### config.mk
export PLATFORM = sky130hd
export DESIGN_NAME = decode_stage
export DESIGN_NICKNAME = d
export VERILOG_FILES = /design/src/common/decode_pkg.sv /design/src/decoder/ctrl_dec.sv /design/src/decoder/alu_op_dec.sv /design/src/decoder/operand_use_dec.sv /design/src/decoder/sys_dec.sv /design/src/hdl/decode_stage.sv
export SDC_FILE = /design/constraint.sdc
export NUM_CORES = 1
export LEC_CHECK = 0
export ABC_CLOCK_PERIOD_IN_PS = 1500
export BUFFER_PORTS_ARGS = -buffer_cell sky130_fd_sc_hd__buf_2
export CAP_MARGIN = 20
export CORE_MARGIN = 2
export CORE_UTILIZATION = 30
export CTS_CLUSTER_DIAMETER = 150
export DETAILED_ROUTE_END_ITERATION = 7
export GPL_TIMING_DRIVEN = 0
export PLACE_DENSITY_LB_ADDON = 0.05
export SLEW_MARGIN = 20
export SYNTH_ARGS = -nofsm -noshare
export SYNTH_HDL_FRONTEND = slang
export SYNTH_SLANG_ARGS = --single-unit
### constraint.sdc
create_clock -name clk -period 1.5 [get_ports clk]
set_input_delay 0.15 -clock clk [delete_from_list [all_inputs] [get_ports clk]]
set_output_delay 0.15 -clock clk [all_outputs]
set_load 0.05 [all_outputs]
### src/common/decode_pkg.sv
package decode_pkg;

	localparam int INSTR_W = 32;
	localparam int REG_ADDR_W = 5;
	localparam int OP_W = 6;
	localparam int FUNCT_W = 6;

	// field positions in the instruction word
	localparam int OP_LSB = 26;
	localparam int RS_LSB = 21;
	localparam int RT_LSB = 16;
	localparam int RD_LSB = 11;
	localparam int SHAMT_LSB = 6;

	localparam logic [REG_ADDR_W-1:0] LINK_REG = 5'd31;

	// eret word in bits 25..0 with co set, zero fields and funct 0x18
	localparam logic [25:0] ERET_WORD = {5'h10, 15'd0, 6'h18};

	typedef enum logic [OP_W-1:0] {
		OP_R_TYPE = 6'h00,
		OP_REGIMM = 6'h01,
		OP_J      = 6'h02,
		OP_JAL    = 6'h03,
		OP_BEQ    = 6'h04,
		OP_BNE    = 6'h05,
		OP_BLEZ   = 6'h06,
		OP_BGTZ   = 6'h07,
		OP_ADDI   = 6'h08,
		OP_ADDIU  = 6'h09,
		OP_SLTI   = 6'h0a,
		OP_SLTIU  = 6'h0b,
		OP_ANDI   = 6'h0c,
		OP_ORI    = 6'h0d,
		OP_XORI   = 6'h0e,
		OP_LUI    = 6'h0f,
		OP_COP0   = 6'h10,
		OP_LB     = 6'h20,
		OP_LH     = 6'h21,
		OP_LW     = 6'h23,
		OP_LBU    = 6'h24,
		OP_LHU    = 6'h25,
		OP_SB     = 6'h28,
		OP_SH     = 6'h29,
		OP_SW     = 6'h2b
	} opcode_e;

	typedef enum logic [FUNCT_W-1:0] {
		FN_SLL     = 6'h00,
		FN_SRL     = 6'h02,
		FN_SRA     = 6'h03,
		FN_SLLV    = 6'h04,
		FN_SRLV    = 6'h06,
		FN_SRAV    = 6'h07,
		FN_JR      = 6'h08,
		FN_JALR    = 6'h09,
		FN_SYSCALL = 6'h0c,
		FN_BREAK   = 6'h0d,
		FN_MFHI    = 6'h10,
		FN_MTHI    = 6'h11,
		FN_MFLO    = 6'h12,
		FN_MTLO    = 6'h13,
		FN_MULT    = 6'h18,
		FN_MULTU   = 6'h19,
		FN_DIV     = 6'h1a,
		FN_DIVU    = 6'h1b,
		FN_ADD     = 6'h20,
		FN_ADDU    = 6'h21,
		FN_SUB     = 6'h22,
		FN_SUBU    = 6'h23,
		FN_AND     = 6'h24,
		FN_OR      = 6'h25,
		FN_XOR     = 6'h26,
		FN_NOR     = 6'h27,
		FN_SLT     = 6'h2a,
		FN_SLTU    = 6'h2b
	} funct_e;

	// rt field of regimm
	typedef enum logic [REG_ADDR_W-1:0] {
		RI_BLTZ   = 5'h00,
		RI_BGEZ   = 5'h01,
		RI_BLTZAL = 5'h10,
		RI_BGEZAL = 5'h11
	} regimm_e;

	// rs field of cop0
	typedef enum logic [REG_ADDR_W-1:0] {
		C0_MFC0 = 5'h00,
		C0_MTC0 = 5'h04,
		C0_CO   = 5'h10
	} cop0_e;

	typedef enum logic [4:0] {
		ALU_NONE, ALU_ADD, ALU_ADDU, ALU_SUB, ALU_SUBU, ALU_SLT, ALU_SLTU,
		ALU_AND, ALU_OR, ALU_XOR, ALU_NOR, ALU_SLL, ALU_SRL, ALU_SRA,
		ALU_LUI, ALU_MFC0, ALU_MTC0
	} alu_op_e;

	typedef enum logic [2:0] {
		BR_NONE = 3'd0,
		BR_EQ   = 3'd1,
		BR_NE   = 3'd2,
		BR_LEZ  = 3'd3,
		BR_GTZ  = 3'd4,
		BR_LTZ  = 3'd5,
		BR_GEZ  = 3'd6
	} branch_cond_e;

endpackage

### src/decoder/ctrl_dec.sv
`timescale 1ns/100ps

module ctrl_dec (
	input  decode_pkg::opcode_e                op,
	input  decode_pkg::funct_e                 funct,
	input  logic [decode_pkg::REG_ADDR_W-1:0]  rs,
	input  logic [decode_pkg::REG_ADDR_W-1:0]  rt,
	input  logic [decode_pkg::REG_ADDR_W-1:0]  rd,
	input  logic [decode_pkg::REG_ADDR_W-1:0]  shamt,
	input  logic                               instr_zero,
	output logic                               reg_write,
	output logic                               mem_to_reg,
	output logic                               mem_read,
	output logic                               mem_write,
	output logic                               is_imm,
	output logic [decode_pkg::REG_ADDR_W-1:0]  write_reg,
	output logic                               sign_ext,
	output logic                               reserved
);

	logic wr_raw, rd_mem_raw, wr_mem_raw;

	always_comb begin
		wr_raw = 1'b0;
		rd_mem_raw = 1'b0;
		wr_mem_raw = 1'b0;
		mem_to_reg = 1'b0;
		is_imm = 1'b0;
		write_reg = rd;
		reserved = 1'b0;
		case (op)
			decode_pkg::OP_R_TYPE: begin
				case (funct)
					decode_pkg::FN_ADD, decode_pkg::FN_ADDU, decode_pkg::FN_SUB,
					decode_pkg::FN_SUBU, decode_pkg::FN_SLT, decode_pkg::FN_SLTU,
					decode_pkg::FN_AND, decode_pkg::FN_OR, decode_pkg::FN_XOR,
					decode_pkg::FN_NOR, decode_pkg::FN_SLL, decode_pkg::FN_SRL,
					decode_pkg::FN_SRA, decode_pkg::FN_SLLV, decode_pkg::FN_SRLV,
					decode_pkg::FN_SRAV, decode_pkg::FN_MFHI, decode_pkg::FN_MFLO:
						wr_raw = 1'b1;
					decode_pkg::FN_JALR: begin
						wr_raw = 1'b1;
						write_reg = decode_pkg::LINK_REG;
					end
					decode_pkg::FN_JR, decode_pkg::FN_MTHI, decode_pkg::FN_MTLO,
					decode_pkg::FN_MULT, decode_pkg::FN_MULTU, decode_pkg::FN_DIV,
					decode_pkg::FN_DIVU, decode_pkg::FN_SYSCALL, decode_pkg::FN_BREAK: ;
					default: reserved = 1'b1;
				endcase
			end
			decode_pkg::OP_REGIMM: begin
				case (rt)
					decode_pkg::RI_BLTZAL, decode_pkg::RI_BGEZAL: begin
						wr_raw = 1'b1;
						write_reg = decode_pkg::LINK_REG;
					end
					decode_pkg::RI_BLTZ, decode_pkg::RI_BGEZ: ;
					default: reserved = 1'b1;
				endcase
			end
			decode_pkg::OP_J, decode_pkg::OP_BEQ, decode_pkg::OP_BNE,
			decode_pkg::OP_BLEZ, decode_pkg::OP_BGTZ: ;
			decode_pkg::OP_JAL: begin
				wr_raw = 1'b1;
				write_reg = decode_pkg::LINK_REG;
			end
			decode_pkg::OP_ADDI, decode_pkg::OP_ADDIU, decode_pkg::OP_SLTI,
			decode_pkg::OP_SLTIU, decode_pkg::OP_ANDI, decode_pkg::OP_ORI,
			decode_pkg::OP_XORI, decode_pkg::OP_LUI: begin
				wr_raw = 1'b1;
				is_imm = 1'b1;
				write_reg = rt;
			end
			decode_pkg::OP_LB, decode_pkg::OP_LH, decode_pkg::OP_LW,
			decode_pkg::OP_LBU, decode_pkg::OP_LHU: begin
				wr_raw = 1'b1;
				is_imm = 1'b1;
				write_reg = rt;
				mem_to_reg = 1'b1;
				rd_mem_raw = 1'b1;
			end
			decode_pkg::OP_SB, decode_pkg::OP_SH, decode_pkg::OP_SW: begin
				wr_mem_raw = 1'b1;
				is_imm = 1'b1;
			end
			decode_pkg::OP_COP0: begin
				case (rs)
					decode_pkg::C0_MFC0: begin
						wr_raw = 1'b1;
						write_reg = rt;
					end
					decode_pkg::C0_MTC0: ;
					// only the exact eret word is legal under co
					decode_pkg::C0_CO:
						reserved = ({rs, rt, rd, shamt, funct} != decode_pkg::ERET_WORD);
					default: reserved = 1'b1;
				endcase
			end
			default: reserved = 1'b1;
		endcase
	end

	// nop is sll r0 and writes nothing back
	assign reg_write = wr_raw & ~reserved & ~instr_zero;
	assign mem_read = rd_mem_raw & ~reserved;
	assign mem_write = wr_mem_raw & ~reserved;

	// andi, ori, xori, lui zero extend
	assign sign_ext = (op[5:2] != 4'b0011);

endmodule

### src/decoder/alu_op_dec.sv
`timescale 1ns/100ps

module alu_op_dec (
	input  decode_pkg::opcode_e                op,
	input  decode_pkg::funct_e                 funct,
	input  logic [decode_pkg::REG_ADDR_W-1:0]  rs,
	output decode_pkg::alu_op_e                alu_op
);

	always_comb begin
		alu_op = decode_pkg::ALU_NONE;
		case (op)
			decode_pkg::OP_R_TYPE: begin
				case (funct)
					decode_pkg::FN_ADD:  alu_op = decode_pkg::ALU_ADD;
					decode_pkg::FN_ADDU: alu_op = decode_pkg::ALU_ADDU;
					decode_pkg::FN_SUB:  alu_op = decode_pkg::ALU_SUB;
					decode_pkg::FN_SUBU: alu_op = decode_pkg::ALU_SUBU;
					decode_pkg::FN_SLT:  alu_op = decode_pkg::ALU_SLT;
					decode_pkg::FN_SLTU: alu_op = decode_pkg::ALU_SLTU;
					decode_pkg::FN_AND:  alu_op = decode_pkg::ALU_AND;
					decode_pkg::FN_OR:   alu_op = decode_pkg::ALU_OR;
					decode_pkg::FN_XOR:  alu_op = decode_pkg::ALU_XOR;
					decode_pkg::FN_NOR:  alu_op = decode_pkg::ALU_NOR;
					// variable shifts share the shifter op
					decode_pkg::FN_SLL, decode_pkg::FN_SLLV: alu_op = decode_pkg::ALU_SLL;
					decode_pkg::FN_SRL, decode_pkg::FN_SRLV: alu_op = decode_pkg::ALU_SRL;
					decode_pkg::FN_SRA, decode_pkg::FN_SRAV: alu_op = decode_pkg::ALU_SRA;
					default: alu_op = decode_pkg::ALU_NONE;
				endcase
			end
			decode_pkg::OP_ADDI:  alu_op = decode_pkg::ALU_ADD;
			decode_pkg::OP_ADDIU: alu_op = decode_pkg::ALU_ADDU;
			decode_pkg::OP_SLTI:  alu_op = decode_pkg::ALU_SLT;
			decode_pkg::OP_SLTIU: alu_op = decode_pkg::ALU_SLTU;
			decode_pkg::OP_ANDI:  alu_op = decode_pkg::ALU_AND;
			decode_pkg::OP_ORI:   alu_op = decode_pkg::ALU_OR;
			decode_pkg::OP_XORI:  alu_op = decode_pkg::ALU_XOR;
			decode_pkg::OP_LUI:   alu_op = decode_pkg::ALU_LUI;
			// address calc
			decode_pkg::OP_LB, decode_pkg::OP_LH, decode_pkg::OP_LW, decode_pkg::OP_LBU,
			decode_pkg::OP_LHU, decode_pkg::OP_SB, decode_pkg::OP_SH, decode_pkg::OP_SW:
				alu_op = decode_pkg::ALU_ADDU;
			decode_pkg::OP_COP0: begin
				if (rs == decode_pkg::C0_MFC0)
					alu_op = decode_pkg::ALU_MFC0;
				else if (rs == decode_pkg::C0_MTC0)
					alu_op = decode_pkg::ALU_MTC0;
			end
			default: alu_op = decode_pkg::ALU_NONE;
		endcase
	end

endmodule

### src/decoder/operand_use_dec.sv
`timescale 1ns/100ps

module operand_use_dec (
	input  decode_pkg::opcode_e                op,
	input  decode_pkg::funct_e                 funct,
	input  logic [decode_pkg::REG_ADDR_W-1:0]  rs,
	input  logic [decode_pkg::REG_ADDR_W-1:0]  rt,
	input  logic                               instr_zero,
	output logic                               read_rs,
	output logic                               read_rt,
	output decode_pkg::branch_cond_e           branch_cond
);

	always_comb begin
		read_rs = 1'b0;
		read_rt = 1'b0;
		case (op)
			decode_pkg::OP_R_TYPE: begin
				case (funct)
					decode_pkg::FN_ADD, decode_pkg::FN_ADDU, decode_pkg::FN_SUB,
					decode_pkg::FN_SUBU, decode_pkg::FN_SLT, decode_pkg::FN_SLTU,
					decode_pkg::FN_AND, decode_pkg::FN_OR, decode_pkg::FN_XOR,
					decode_pkg::FN_NOR, decode_pkg::FN_SLLV, decode_pkg::FN_SRLV,
					decode_pkg::FN_SRAV, decode_pkg::FN_MULT, decode_pkg::FN_MULTU,
					decode_pkg::FN_DIV, decode_pkg::FN_DIVU: begin
						read_rs = 1'b1;
						read_rt = 1'b1;
					end
					decode_pkg::FN_SLL, decode_pkg::FN_SRL, decode_pkg::FN_SRA:
						read_rt = 1'b1;
					decode_pkg::FN_JR, decode_pkg::FN_JALR, decode_pkg::FN_MTHI,
					decode_pkg::FN_MTLO:
						read_rs = 1'b1;
					default: ;
				endcase
			end
			decode_pkg::OP_BEQ, decode_pkg::OP_BNE,
			decode_pkg::OP_SB, decode_pkg::OP_SH, decode_pkg::OP_SW: begin
				read_rs = 1'b1;
				read_rt = 1'b1;
			end
			decode_pkg::OP_ADDI, decode_pkg::OP_ADDIU, decode_pkg::OP_SLTI,
			decode_pkg::OP_SLTIU, decode_pkg::OP_ANDI, decode_pkg::OP_ORI,
			decode_pkg::OP_XORI, decode_pkg::OP_BLEZ, decode_pkg::OP_BGTZ,
			decode_pkg::OP_LB, decode_pkg::OP_LH, decode_pkg::OP_LW,
			decode_pkg::OP_LBU, decode_pkg::OP_LHU:
				read_rs = 1'b1;
			decode_pkg::OP_REGIMM:
				read_rs = (rt == decode_pkg::RI_BLTZ) || (rt == decode_pkg::RI_BGEZ) ||
					(rt == decode_pkg::RI_BLTZAL) || (rt == decode_pkg::RI_BGEZAL);
			decode_pkg::OP_COP0:
				read_rt = (rs == decode_pkg::C0_MTC0);
			default: ;
		endcase
		// nop reads nothing
		if (instr_zero) begin
			read_rs = 1'b0;
			read_rt = 1'b0;
		end
	end

	always_comb begin
		case (op)
			decode_pkg::OP_BEQ:  branch_cond = decode_pkg::BR_EQ;
			decode_pkg::OP_BNE:  branch_cond = decode_pkg::BR_NE;
			decode_pkg::OP_BLEZ: branch_cond = decode_pkg::BR_LEZ;
			decode_pkg::OP_BGTZ: branch_cond = decode_pkg::BR_GTZ;
			decode_pkg::OP_REGIMM: begin
				case (rt)
					decode_pkg::RI_BLTZ, decode_pkg::RI_BLTZAL: branch_cond = decode_pkg::BR_LTZ;
					decode_pkg::RI_BGEZ, decode_pkg::RI_BGEZAL: branch_cond = decode_pkg::BR_GEZ;
					default: branch_cond = decode_pkg::BR_NONE;
				endcase
			end
			default: branch_cond = decode_pkg::BR_NONE;
		endcase
	end

endmodule

### src/decoder/sys_dec.sv
`timescale 1ns/100ps

module sys_dec (
	input  decode_pkg::opcode_e                op,
	input  decode_pkg::funct_e                 funct,
	input  logic [decode_pkg::REG_ADDR_W-1:0]  rs,
	output logic                               hilo_read,
	output logic                               hilo_write,
	output logic                               mul_div_en,
	output logic                               cp0_read,
	output logic                               cp0_write,
	output logic                               eret,
	output logic                               syscall,
	output logic                               brk
);

	logic is_special, is_cop0;

	assign is_special = (op == decode_pkg::OP_R_TYPE);
	assign is_cop0 = (op == decode_pkg::OP_COP0);

	// hi/lo moves
	assign hilo_read = is_special &&
		(funct == decode_pkg::FN_MFHI || funct == decode_pkg::FN_MFLO);
	assign hilo_write = is_special &&
		(funct == decode_pkg::FN_MTHI || funct == decode_pkg::FN_MTLO);

	always_comb begin
		mul_div_en = 1'b0;
		if (is_special) begin
			case (funct)
				decode_pkg::FN_MULT, decode_pkg::FN_MULTU,
				decode_pkg::FN_DIV, decode_pkg::FN_DIVU:
					mul_div_en = 1'b1;
				default: mul_div_en = 1'b0;
			endcase
		end
	end

	// cp0 ops keyed off rs
	assign cp0_read = is_cop0 && (rs == decode_pkg::C0_MFC0);
	assign cp0_write = is_cop0 && (rs == decode_pkg::C0_MTC0);
	assign eret = is_cop0 && (rs == decode_pkg::C0_CO);

	assign syscall = is_special && (funct == decode_pkg::FN_SYSCALL);
	assign brk = is_special && (funct == decode_pkg::FN_BREAK);

endmodule

### src/hdl/decode_stage.sv
`timescale 1ns/100ps

module decode_stage (
	input  logic                                   clk,
	input  logic                                   rst_n,
	input  logic [decode_pkg::INSTR_W-1:0]         instr,
	input  logic                                   instr_valid,
	input  logic                                   stall,
	output logic                                   out_valid,
	output logic                                   reg_write,
	output logic                                   mem_to_reg,
	output logic                                   mem_read,
	output logic                                   mem_write,
	output logic                                   is_imm,
	output logic [decode_pkg::REG_ADDR_W-1:0]      write_reg,
	output logic                                   sign_ext,
	output decode_pkg::alu_op_e                    alu_op,
	output decode_pkg::branch_cond_e               branch_cond,
	output logic                                   read_rs,
	output logic                                   read_rt,
	output logic                                   hilo_read,
	output logic                                   hilo_write,
	output logic                                   mul_div_en,
	output logic                                   cp0_read,
	output logic                                   cp0_write,
	output logic                                   eret,
	output logic                                   syscall,
	output logic                                   brk,
	output logic                                   reserved
);

	decode_pkg::opcode_e op;
	decode_pkg::funct_e funct;
	logic [decode_pkg::REG_ADDR_W-1:0] rs, rt, rd, shamt;
	logic instr_zero;

	logic reg_write_d, mem_to_reg_d, mem_read_d, mem_write_d, is_imm_d;
	logic [decode_pkg::REG_ADDR_W-1:0] write_reg_d;
	logic sign_ext_d, reserved_d;
	decode_pkg::alu_op_e alu_op_d;
	decode_pkg::branch_cond_e branch_cond_d;
	logic read_rs_d, read_rt_d;
	logic hilo_read_d, hilo_write_d, mul_div_en_d;
	logic cp0_read_d, cp0_write_d, eret_d, syscall_d, brk_d;

	assign op = decode_pkg::opcode_e'(instr[decode_pkg::OP_LSB +: decode_pkg::OP_W]);
	assign funct = decode_pkg::funct_e'(instr[decode_pkg::FUNCT_W-1:0]);
	assign rs = instr[decode_pkg::RS_LSB +: decode_pkg::REG_ADDR_W];
	assign rt = instr[decode_pkg::RT_LSB +: decode_pkg::REG_ADDR_W];
	assign rd = instr[decode_pkg::RD_LSB +: decode_pkg::REG_ADDR_W];
	assign shamt = instr[decode_pkg::SHAMT_LSB +: decode_pkg::REG_ADDR_W];
	assign instr_zero = (instr == '0);

	ctrl_dec u_ctrl_dec (
		.op(op), .funct(funct), .rs(rs), .rt(rt), .rd(rd), .shamt(shamt),
		.instr_zero(instr_zero),
		.reg_write(reg_write_d), .mem_to_reg(mem_to_reg_d), .mem_read(mem_read_d),
		.mem_write(mem_write_d), .is_imm(is_imm_d), .write_reg(write_reg_d),
		.sign_ext(sign_ext_d), .reserved(reserved_d)
	);

	alu_op_dec u_alu_op_dec (.op(op), .funct(funct), .rs(rs), .alu_op(alu_op_d));

	operand_use_dec u_operand_use_dec (
		.op(op), .funct(funct), .rs(rs), .rt(rt), .instr_zero(instr_zero),
		.read_rs(read_rs_d), .read_rt(read_rt_d), .branch_cond(branch_cond_d)
	);

	sys_dec u_sys_dec (
		.op(op), .funct(funct), .rs(rs),
		.hilo_read(hilo_read_d), .hilo_write(hilo_write_d), .mul_div_en(mul_div_en_d),
		.cp0_read(cp0_read_d), .cp0_write(cp0_write_d), .eret(eret_d),
		.syscall(syscall_d), .brk(brk_d)
	);

	// a missing instruction loads a bubble into the stage register
	always_ff @(posedge clk or negedge rst_n) begin
		if (!rst_n) begin
			out_valid <= 1'b0;
			{reg_write, mem_to_reg, mem_read, mem_write, is_imm, sign_ext} <= '0;
			write_reg <= '0;
			alu_op <= decode_pkg::ALU_NONE;
			branch_cond <= decode_pkg::BR_NONE;
			{read_rs, read_rt, hilo_read, hilo_write, mul_div_en} <= '0;
			{cp0_read, cp0_write, eret, syscall, brk, reserved} <= '0;
		end else if (!stall) begin
			out_valid <= instr_valid;
			{reg_write, mem_to_reg, mem_read, mem_write, is_imm, sign_ext} <=
				{6{instr_valid}} &
				{reg_write_d, mem_to_reg_d, mem_read_d, mem_write_d, is_imm_d, sign_ext_d};
			write_reg <= instr_valid ? write_reg_d : '0;
			alu_op <= instr_valid ? alu_op_d : decode_pkg::ALU_NONE;
			branch_cond <= instr_valid ? branch_cond_d : decode_pkg::BR_NONE;
			{read_rs, read_rt, hilo_read, hilo_write, mul_div_en} <= {5{instr_valid}} &
				{read_rs_d, read_rt_d, hilo_read_d, hilo_write_d, mul_div_en_d};
			{cp0_read, cp0_write, eret, syscall, brk, reserved} <= {6{instr_valid}} &
				{cp0_read_d, cp0_write_d, eret_d, syscall_d, brk_d, reserved_d};
		end
	end

endmodule

* Word-level counts from Yosys, hierarchy flattened
Memory sizes are Yosys's and may differ from the RTL's. Cells that the tools add are included.
Cells by class: add/subtract/negate cells 0, multipliers 0, reductions and logical operators 36, equal/unequal tests 58, shifts and indexed selects 0, muxes and demuxes 31, $lt $le $gt $ge 0, bitwise gates (word level) 9, div/mod/pow operators 0
Operators with widths (count):
- 6-bit equality test (second input constant) | 18
- 6-bit by 4-bit equality test with 1-bit output (second input constant) | 12
- 6-bit by 5-bit equality test with 1-bit output (second input constant) | 9
- 5-bit case mux with 10 select lines | 1
- 6-bit by 3-bit equality test with 1-bit output (second input constant) | 7
- 19-bit OR reduction | 2
- 5-bit 2-to-1 mux | 7
- 32-bit logical NOT | 1
- 28-bit OR reduction | 1
- 26-bit inequality test (second input constant) | 1
- 5-bit case mux with 5 select lines | 1
- 6-bit by 2-bit equality test with 1-bit output (second input constant) | 4
- 22-bit OR reduction | 1
- 21-bit OR reduction | 1
- 20-bit OR reduction | 1
- 16-bit OR reduction | 1
- 5-bit equality test (second input constant) | 3
- 3-bit case mux with 5 select lines | 1
- 1-bit 2-to-1 mux | 14
- 14-bit OR reduction | 1
- 13-bit OR reduction | 1
- 6-bit AND | 2
- 6-bit logical NOT | 2
- 5-bit logical NOT | 2
- 19 further kinds | 40
Word-level totals: bits in latches 0, input port bits 36, RAM bits 0, register bits 31, memories 1, ROM bits 256
Memories:
- (name not given) | depth 64, width 4, read ports 1, clocked after Yosys merged registers in 0, wr ports 0, RTL line alu_op_dec.sv:14 | case (funct)

* Depth between registers and ports, before layout
Gate-level depths: netlist of the first run.
word-level depth 8, gate-level depth with buffers 9, mapped depth without buffers 8

* By module
A second synthesis of the first run with hierarchy kept.
Second synthesis, totals: cell total of the unflattened synthesis 364, area total of the unflattened synthesis 2762.6 sq um
Modules (own cells, without submodules):
- decode_stage | instances 1, area an instance 1285.0 sq um, cells an instance 143, sequential area each 775.7 sq um
- ctrl_dec | instances 1, area an instance 623.1 sq um, cells an instance 96, sequential area each 0.0 sq um
- alu_op_dec | instances 1, area an instance 354.1 sq um, cells an instance 50, sequential area each 0.0 sq um
- operand_use_dec | instances 1, area an instance 342.8 sq um, cells an instance 54, sequential area each 0.0 sq um
- sys_dec | instances 1, area an instance 157.7 sq um, cells an instance 21, sequential area each 0.0 sq um

* Worst setup path after synthesis of the first run
OpenSTA, ideal clock, no wires.
path type input -> register, from input instr[0] (netlist bit), to register reg_write, required time 1374 ps, buffers on the path 0, setup time 126 ps, stages on the path 8, arrival time 1609 ps, path slack -235 ps, cells stage by stage inv_1 > ha_1 > nor2_1 > a211oi_1 > a2111oi_2 > nand4_1 > a311oi_1 > o41ai_2
Between the ends: longest elaborated chain between the ends 8, elaborated cells on any way between the ends 42
Ends and longest elaborated chain:
- start: declaration | RTL line decode_stage.sv:6 | input logic [decode_pkg::INSTR_W-1:0] instr,
- 6-bit by 4-bit equality test with 1-bit output, or another cell as far along | RTL line ctrl_dec.sv:33 | case (funct)
- 28-bit OR reduction (no source line)
- 1-bit 2-to-1 mux | RTL line ctrl_dec.sv:33
- 1-bit case mux with 4 select lines | RTL line ctrl_dec.sv:31 | case (op)
- 1-bit inverter | RTL line ctrl_dec.sv:104 | assign reg_write = wr_raw & ~reserved & ~instr_zero;
- 1-bit AND | RTL line ctrl_dec.sv:104
- 1-bit AND * | RTL line ctrl_dec.sv:104
- 6-bit AND * | RTL line decode_stage.sv:89 | {6{instr_valid}} &
- end signal: assignment | RTL line decode_stage.sv:88 | {reg_write, mem_to_reg, mem_read, mem_write, is_imm, sign_ext} <=
- end: declaration | RTL line decode_stage.sv:10 | output logic reg_write,
Every way passes the cells marked *; elsewhere a longest branch is shown, timed or not. A chain may end at the register's enable or synchronous reset.

* Worst setup path after layout of the first run
from input instr[1] (netlist bit), to register reg_write
The elaborated chain is that of the path after synthesis.

==> impl_metrics.py, run 1 <==
metrics = {
    "global_route": {
        "grt_pass1_vias": 2447,
        "grt_pass1_wl_um": 12370,
        "grtUsageTotal": 0.1835,
        "antenna_found_initial": 0,
        "grt_max_degree": 32,
        "overflow": 0,
    },
    "cts": {
        "clk_pin_slew_ns": 0.07,
        "root_buffer": "clkbuf_8",
        "cts.path.max_buffers": 2,
        "cts_sinks": 31,
        "clk_latency_ns": 0.28,
        "htreeDepth": 2,
        "cts_tree": "done",
        "cts_buffers": 5,
    },
    "cells_and_area": {
        "drive_gt1_frac": 0.3880,
        "diodes": 0,
        "area_growth_syn_to_layout_pct": 43.25,
        "nets": 407,
        "final_core_util": 0.4494,
    },
    "synthesis": {
        "syn_area_um2": 2300,
        "synth.distinct_cells": 56,
        "synth_xor_area_frac": 0,
        "synth_edf_count": 0,
        "synthMuxAreaShare": 0.02285,
        "yosys.area_share.adder": 0.03264,
        "synth-seq-cells": 31,
        "synth-seq-area-share": 0.3373,
        "synth_top_area_cell": "dfrtp_1",
        "synth_cells": 286,
        "synth_top_family_by_area": "compound AO/OA/AOI/OAI gates",
        "yosysMostFrequentCell": "nand2_1",
        "netlist.area_leader.share": 0.3373,
        "synth_compound_area_frac": 0.2835,
        "netlist_top_cells_count": "nand2_1, dfrtp_1, o21ai_0",
        "synth_area_leaders": "dfrtp_1, nand2_1, o21ai_0",
        "synth-simple-area-share": 0.2715,
        "yosysWarningCount": 0,
        "synth_ff_type": "dfrtp_1",
        "async_flop_share": 1.000,
        "syn_nets": 328,
        "syn_avg_cell_area_um2": 8.041,
    },
    "routing": {
        "wl_met3_um": 337,
        "vias": 2488,
        "wl_um": 7778,
        "drcViolationCount": 0,
        "drt_pass1_iterations": 4,
        "vias_per_cell": 5.351,
        "wl_per_cell_um": 16.73,
        "wirelength_met1_um": 3457,
        "highest_layer": "met4",
        "dr.first_iter.drc_count": 99,
        "ant_nets": 0,
        "dr_wl_met2_um": 3874,
    },
    "sta": {
        "finalSetupViolCount": 1,
        "slew_violations": 0,
        "setup_slack_ns": -0.009668,
        "rsz0062_at_grt": "true",
        "relSlewSlack": 0.5070,
        "fin_skew_ns": 0,
        "worst_slew_pin_slew_ns": 0.7395,
        "min_period_ns": 1.510,
        "finalHoldViolations": 0,
        "tns_ns": -0.009668,
        "max_freq_mhz": 662.4,
        "period_share": 1.006,
    },
    "placed_design": {
        "gp_congestion": 0.8401,
        "hpwl_um": 5819,
        "io_buffers": 61,
    },
    "pwr": {
        "ir_drop_v": 0.0003390,
        "cellPowerDensity_nw_per_um2": 749.3,
        "leakage_nw": 1.519,
    },
    "run": {
        "drv_cap": 0,
    },
    "outcome": {
        "status": "finished with violations",
        "violations": "setup timing",
    },
    "die": {
        "io_pins": 67,
        "initial_core_util": 0.3137,
        "die-height_um": 91.56,
        "rows": 31,
        "dieArea_um2": 8382,
        "coreArea_um2": 7331,
        "chipWidth_um": 91.56,
    },
    "worst_setup_path": {
        "end_kind": "flop",
        "slowest_stage": "a2111oi_4",
        "required_ns": 1.68,
        "critPathLaunchType": "input port",
        "crit_chain": "buf_12 -> inv_16 -> ha_4 -> mux2i_1 -> nor3_1 -> a2111oi_4 -> nand4_1 -> a311oi_2 -> o41ai_2",
        "critical_path.max_fanout": 4,
        "crit_type": "input port to flop",
        "crit_path_max_incr_delay_ns": 0.35,
        "arrival_ns": 1.69,
    },
    "min_path": {
        "min_path_type": "input port to flop",
    },
}
==> kinds of logic (layout without fill, tap and decap cells) <==
| family | after synthesis | count (layout) |
|---|---|---|
| compound gates | 95 | 95 |
| buf+inv | 28 | 108 |
| mux | 5 | 5 |
| fa+ha+maj | 6 | 6 |
| simple gates | 121 | 121 |
| flops | 31 | 31 |
==> metal layers <==
metal  up-vias  track usage
li1       1216            -
met1      1203       0.2360
met2        60       0.3156
met3         9      0.02822
met4         0      0.05429
met5         -            0
==> through the flow <==
stage | cell area [µm²] | std cells | setup slack, ns | hold slack [ns] | total power [mW]
detailed placement | 2860 | 446 | -0.7097 | 0.2729 | 1.518
global route | 3294 | 465 | -0.09888 | 0.1903 | 2.574
floorplan | 2431 | 286 | -0.08013 | -0.1456 | 1.310
global placement | 2860 | 446 | -0.7172 | 0.2576 | 1.517
CTS | 3158 | 459 | -0.09156 | 0.1767 | 2.445
finish | 3294 | 465 | -0.009668 | 0.1806 | 2.469
==> layout make-up <==
cell class | instances | area (µm²)
clock buffer | 6 | 82.58
multi-input combinational | 227 | 1665
tap | 99 | 123.9
inverter | 7 | 50.05
fill | 774 | 4036
sequential | 31 | 775.7
clock inverter | 2 | 35.03
timing repair buffer | 72 | 421.7
buffer | 21 | 140.1
==> worst max-delay path, delay by kind of cell <==
| family | cells | cell delay (ns) |
|---|---|---|
| adders and majority gates | 1 | 0.17 |
| muxes | 1 | 0.14 |
| buffers and inverters | 2 | 0.15 |
| AOI/OAI and AO/OA | 3 | 0.80 |
| and+or+nand+nor | 2 | 0.27 |
==> worst paths after layout <==
| kind | to | startpoint | cells past startpoint | slack (ns) |
|---|---|---|---|---|
| setup / recovery | reg_write$_DFFE_PN0N_ | instr[1] | 9 | -0.01 |
| hold / removal | write_reg[4]$_DFFE_PN0N_ | instr[15] | 3 | 0.18 |
| setup reg to reg | alu_op[1]$_DFFE_PN0N_ | alu_op[1]$_DFFE_PN0N_ | 1 | 0.78 |
| hold reg to reg | alu_op[4]$_DFFE_PN0N_ | alu_op[4]$_DFFE_PN0N_ | 1 | 0.48 |
| max in group asynchronous | syscall$_DFFE_PN0N_ | rst_n | 2 | 0.56 |
| min in group asynchronous | write_reg[1]$_DFFE_PN0N_ | rst_n | 2 | 0.45 |
==> power by group <==
part           switching (mW)  internal, mW  leakage (nW)
sequential             0.0155         0.867         0.422
combinational           0.454         0.253          1.04
clock                   0.342         0.538        0.0612
total                   0.812          1.66          1.52
==> what timing repair did <==
action / CTS / global route
endpoints found under the setup margin: 16 / 11
buffers inserted: 4 / 6
hold buffers: 1 / 0
pin swaps: 10 / 10
resized for setup: 30 / 35
hold endpoints to repair: 31 / 0
==> layout by cell type (no fill, tap or decap), types with 3 or more instances in the layout <==
master / synthesis / layout
nor2b_1: 5 / 4
buf_8: 0 / 4
nor3_1: 13 / 11
a221oi_2: 0 / 5
nor2_1: 24 / 19
o22ai_1: 3 / 3
dfrtp_1: 31 / 31
a31oi_1: 3 / 3
nand3_1: 5 / 4
ha_4: 0 / 4
a21o_1: 4 / 4
o21ai_1: 5 / 9
a22o_1: 6 / 6
nor2_2: 0 / 4
nand2_1: 39 / 38
nand2b_1: 9 / 9
buf_4: 0 / 11
inv_1: 7 / 5
o21ai_0: 25 / 19
a21oi_1: 16 / 14
buf_2: 6 / 59
clkbuf_1: 14 / 7
nor4_1: 5 / 3
clkbuf_8: 0 / 6
a32o_1: 3 / 3
nand3b_1: 3 / 3
mux2i_1: 3 / 3
clkbuf_2: 0 / 6
(Power assumes the default switching activity.)
==> run 2, diff against run 1 <==
--- a/config.mk
+++ b/config.mk
@@ -18,3 +18,4 @@
 export SYNTH_ARGS = -nofsm -noshare
 export SYNTH_HDL_FRONTEND = slang
 export SYNTH_SLANG_ARGS = --single-unit
+export TNS_END_PERCENT = 50
==> impl_metrics.py, run 2 (synthesized netlist as in run 1, its figures left out) <==
metrics = {
    "die": {
        "die-height_um": 91.56,
        "io_pins": 67,
        "dieArea_um2": 8382,
        "coreArea_um2": 7331,
        "chipWidth_um": 91.56,
        "initial_core_util": 0.3137,
        "rows": 31,
    },
    "routing": {
        "drcViolationCount": 0,
        "vias": 2472,
        "wl_per_cell_um": 16.70,
        "ant_nets": 0,
        "drt_pass1_iterations": 4,
        "vias_per_cell": 5.328,
        "wl_um": 7748,
        "dr.first_iter.drc_count": 108,
    },
    "placed_design": {
        "hpwl_um": 5819,
        "io_buffers": 61,
        "dpl_worst_slack_ns": -0.7097,
        "gp_congestion": 0.8401,
    },
    "worst_setup_path": {
        "end_kind": "flop",
        "arrival_ns": 1.70,
        "critPathLaunchType": "input port",
        "slowest_stage": "a2111oi_4",
        "crit_type": "input port to flop",
        "crit_path_max_incr_delay_ns": 0.41,
        "required_ns": 1.68,
        "crit_chain": "buf_12 -> clkinv_8 -> ha_4 -> nand3b_1 -> a21oi_1 -> a2111oi_4 -> nand4_1 -> a311oi_2 -> o41ai_2",
        "critical_path.max_fanout": 5,
    },
    "cts": {
        "clk_pin_slew_ns": 0.07,
        "root_buffer": "clkbuf_8",
        "cts_tree": "done",
        "cts.path.max_buffers": 2,
        "clk_latency_ns": 0.28,
        "cts_sinks": 31,
        "htreeDepth": 2,
        "cts_buffers": 5,
    },
    "sta": {
        "finalHoldViolations": 0,
        "slew_violations": 0,
        "min_period_ns": 1.524,
        "finalSetupViolCount": 1,
        "period_share": 1.016,
        "tns_ns": -0.02420,
        "setup_slack_ns": -0.02420,
        "fin_skew_ns": 0,
        "rsz0062_at_grt": "true",
        "relSlewSlack": 0.5030,
        "worst_slew_pin_slew_ns": 0.7455,
        "max_freq_mhz": 656.1,
    },
    "cells_and_area": {
        "area_growth_syn_to_layout_pct": 41.89,
        "diodes": 0,
        "final_common_cell": "buf_2",
        "layout_common_cells": "buf_2, nand2_1, dfrtp_1",
        "nets": 406,
        "final_core_util": 0.4451,
        "drive_gt1_frac": 0.3726,
    },
    "global_route": {
        "antenna_found_initial": 0,
        "grt_max_degree": 32,
        "grt_pass1_wl_um": 12380,
        "overflow": 0,
        "grtUsageTotal": 0.1835,
        "grt_pass1_vias": 2446,
    },
    "outcome": {
        "violations": "setup timing",
        "status": "finished with violations",
    },
    "run": {
        "drv_cap": 0,
    },
    "pwr": {
        "leakage_nw": 1.501,
        "cellPowerDensity_nw_per_um2": 753.8,
        "ir_drop_v": 0.0003387,
    },
    "min_path": {
        "min_path_type": "input port to flop",
    },
}
==> run 2: worst paths after layout <==
kind,from,endpoint,slack [ns],depth (start not counted)
worst max-delay path,instr[0],reg_write$_DFFE_PN0N_,-0.02,9
worst min-delay path,instr[15],write_reg[4]$_DFFE_PN0N_,0.18,3
worst max register to register,alu_op[1]$_DFFE_PN0N_,alu_op[1]$_DFFE_PN0N_,0.78,1
worst min register to register,alu_op[4]$_DFFE_PN0N_,alu_op[4]$_DFFE_PN0N_,0.48,1
max in group asynchronous,rst_n,alu_op[2]$_DFFE_PN0N_,0.56,2
min in group asynchronous,rst_n,write_reg[1]$_DFFE_PN0N_,0.46,2
==> run 2: per-stage QoR <==
stage               hold WS, ns  std cells  power (mW)  area [µm²]
CTS                      0.1767        459       2.445        3158
detailed placement       0.2729        446       1.518        2860
global route             0.1903        464       2.565        3263
global placement         0.2576        446       1.517        2860
finish                   0.1802        464       2.460        3263
floorplan               -0.1456        286       1.310        2431
==> run 2: critical path: cells and delay by family <==
family,cells,cell delay (ns)
compound gates,4,0.93
fa+ha+maj,1,0.17
buf+inv,2,0.17
simple gates,2,0.28
==> run 2: where the power goes <==
group,leakage (nW),internal [mW],switching [mW]
combinational,1.02,0.249,0.450
sequential,0.422,0.867,0.0154
clock,0.0612,0.538,0.341
total,1.50,1.65,0.807
==> run 2: area by class of cell <==
class / count / area (µm²)
clock buffers: 6 / 82.58
inverters: 7 / 55.05
plain buffers: 21 / 140.1
well taps: 99 / 123.9
clock inverters: 2 / 35.03
flip-flops and latches: 31 / 775.7
repair buffers: 71 / 415.4
fillers: 777 / 4068
multi-input cells: 227 / 1635
==> run 2: repair_timing <==
item	in CTS	in global routing
resized for setup	30	26
hold buffers	1	0
cloned	0	0
pin swaps	8	11
hold endpoints to repair	31	0
setup endpoints to repair	16	11
buffers inserted	4	5
==> run 2: routing by layer <==
layer | share of wire | vias to the layer above | GRT usage
met5 | 0 | - | 0
met4 | 0.013 | 0 | 0.05429
met3 | 0.044 | 9 | 0.02822
met2 | 0.50 | 60 | 0.3156
met1 | 0.44 | 1191 | 0.2360
li1 | - | 1212 | -
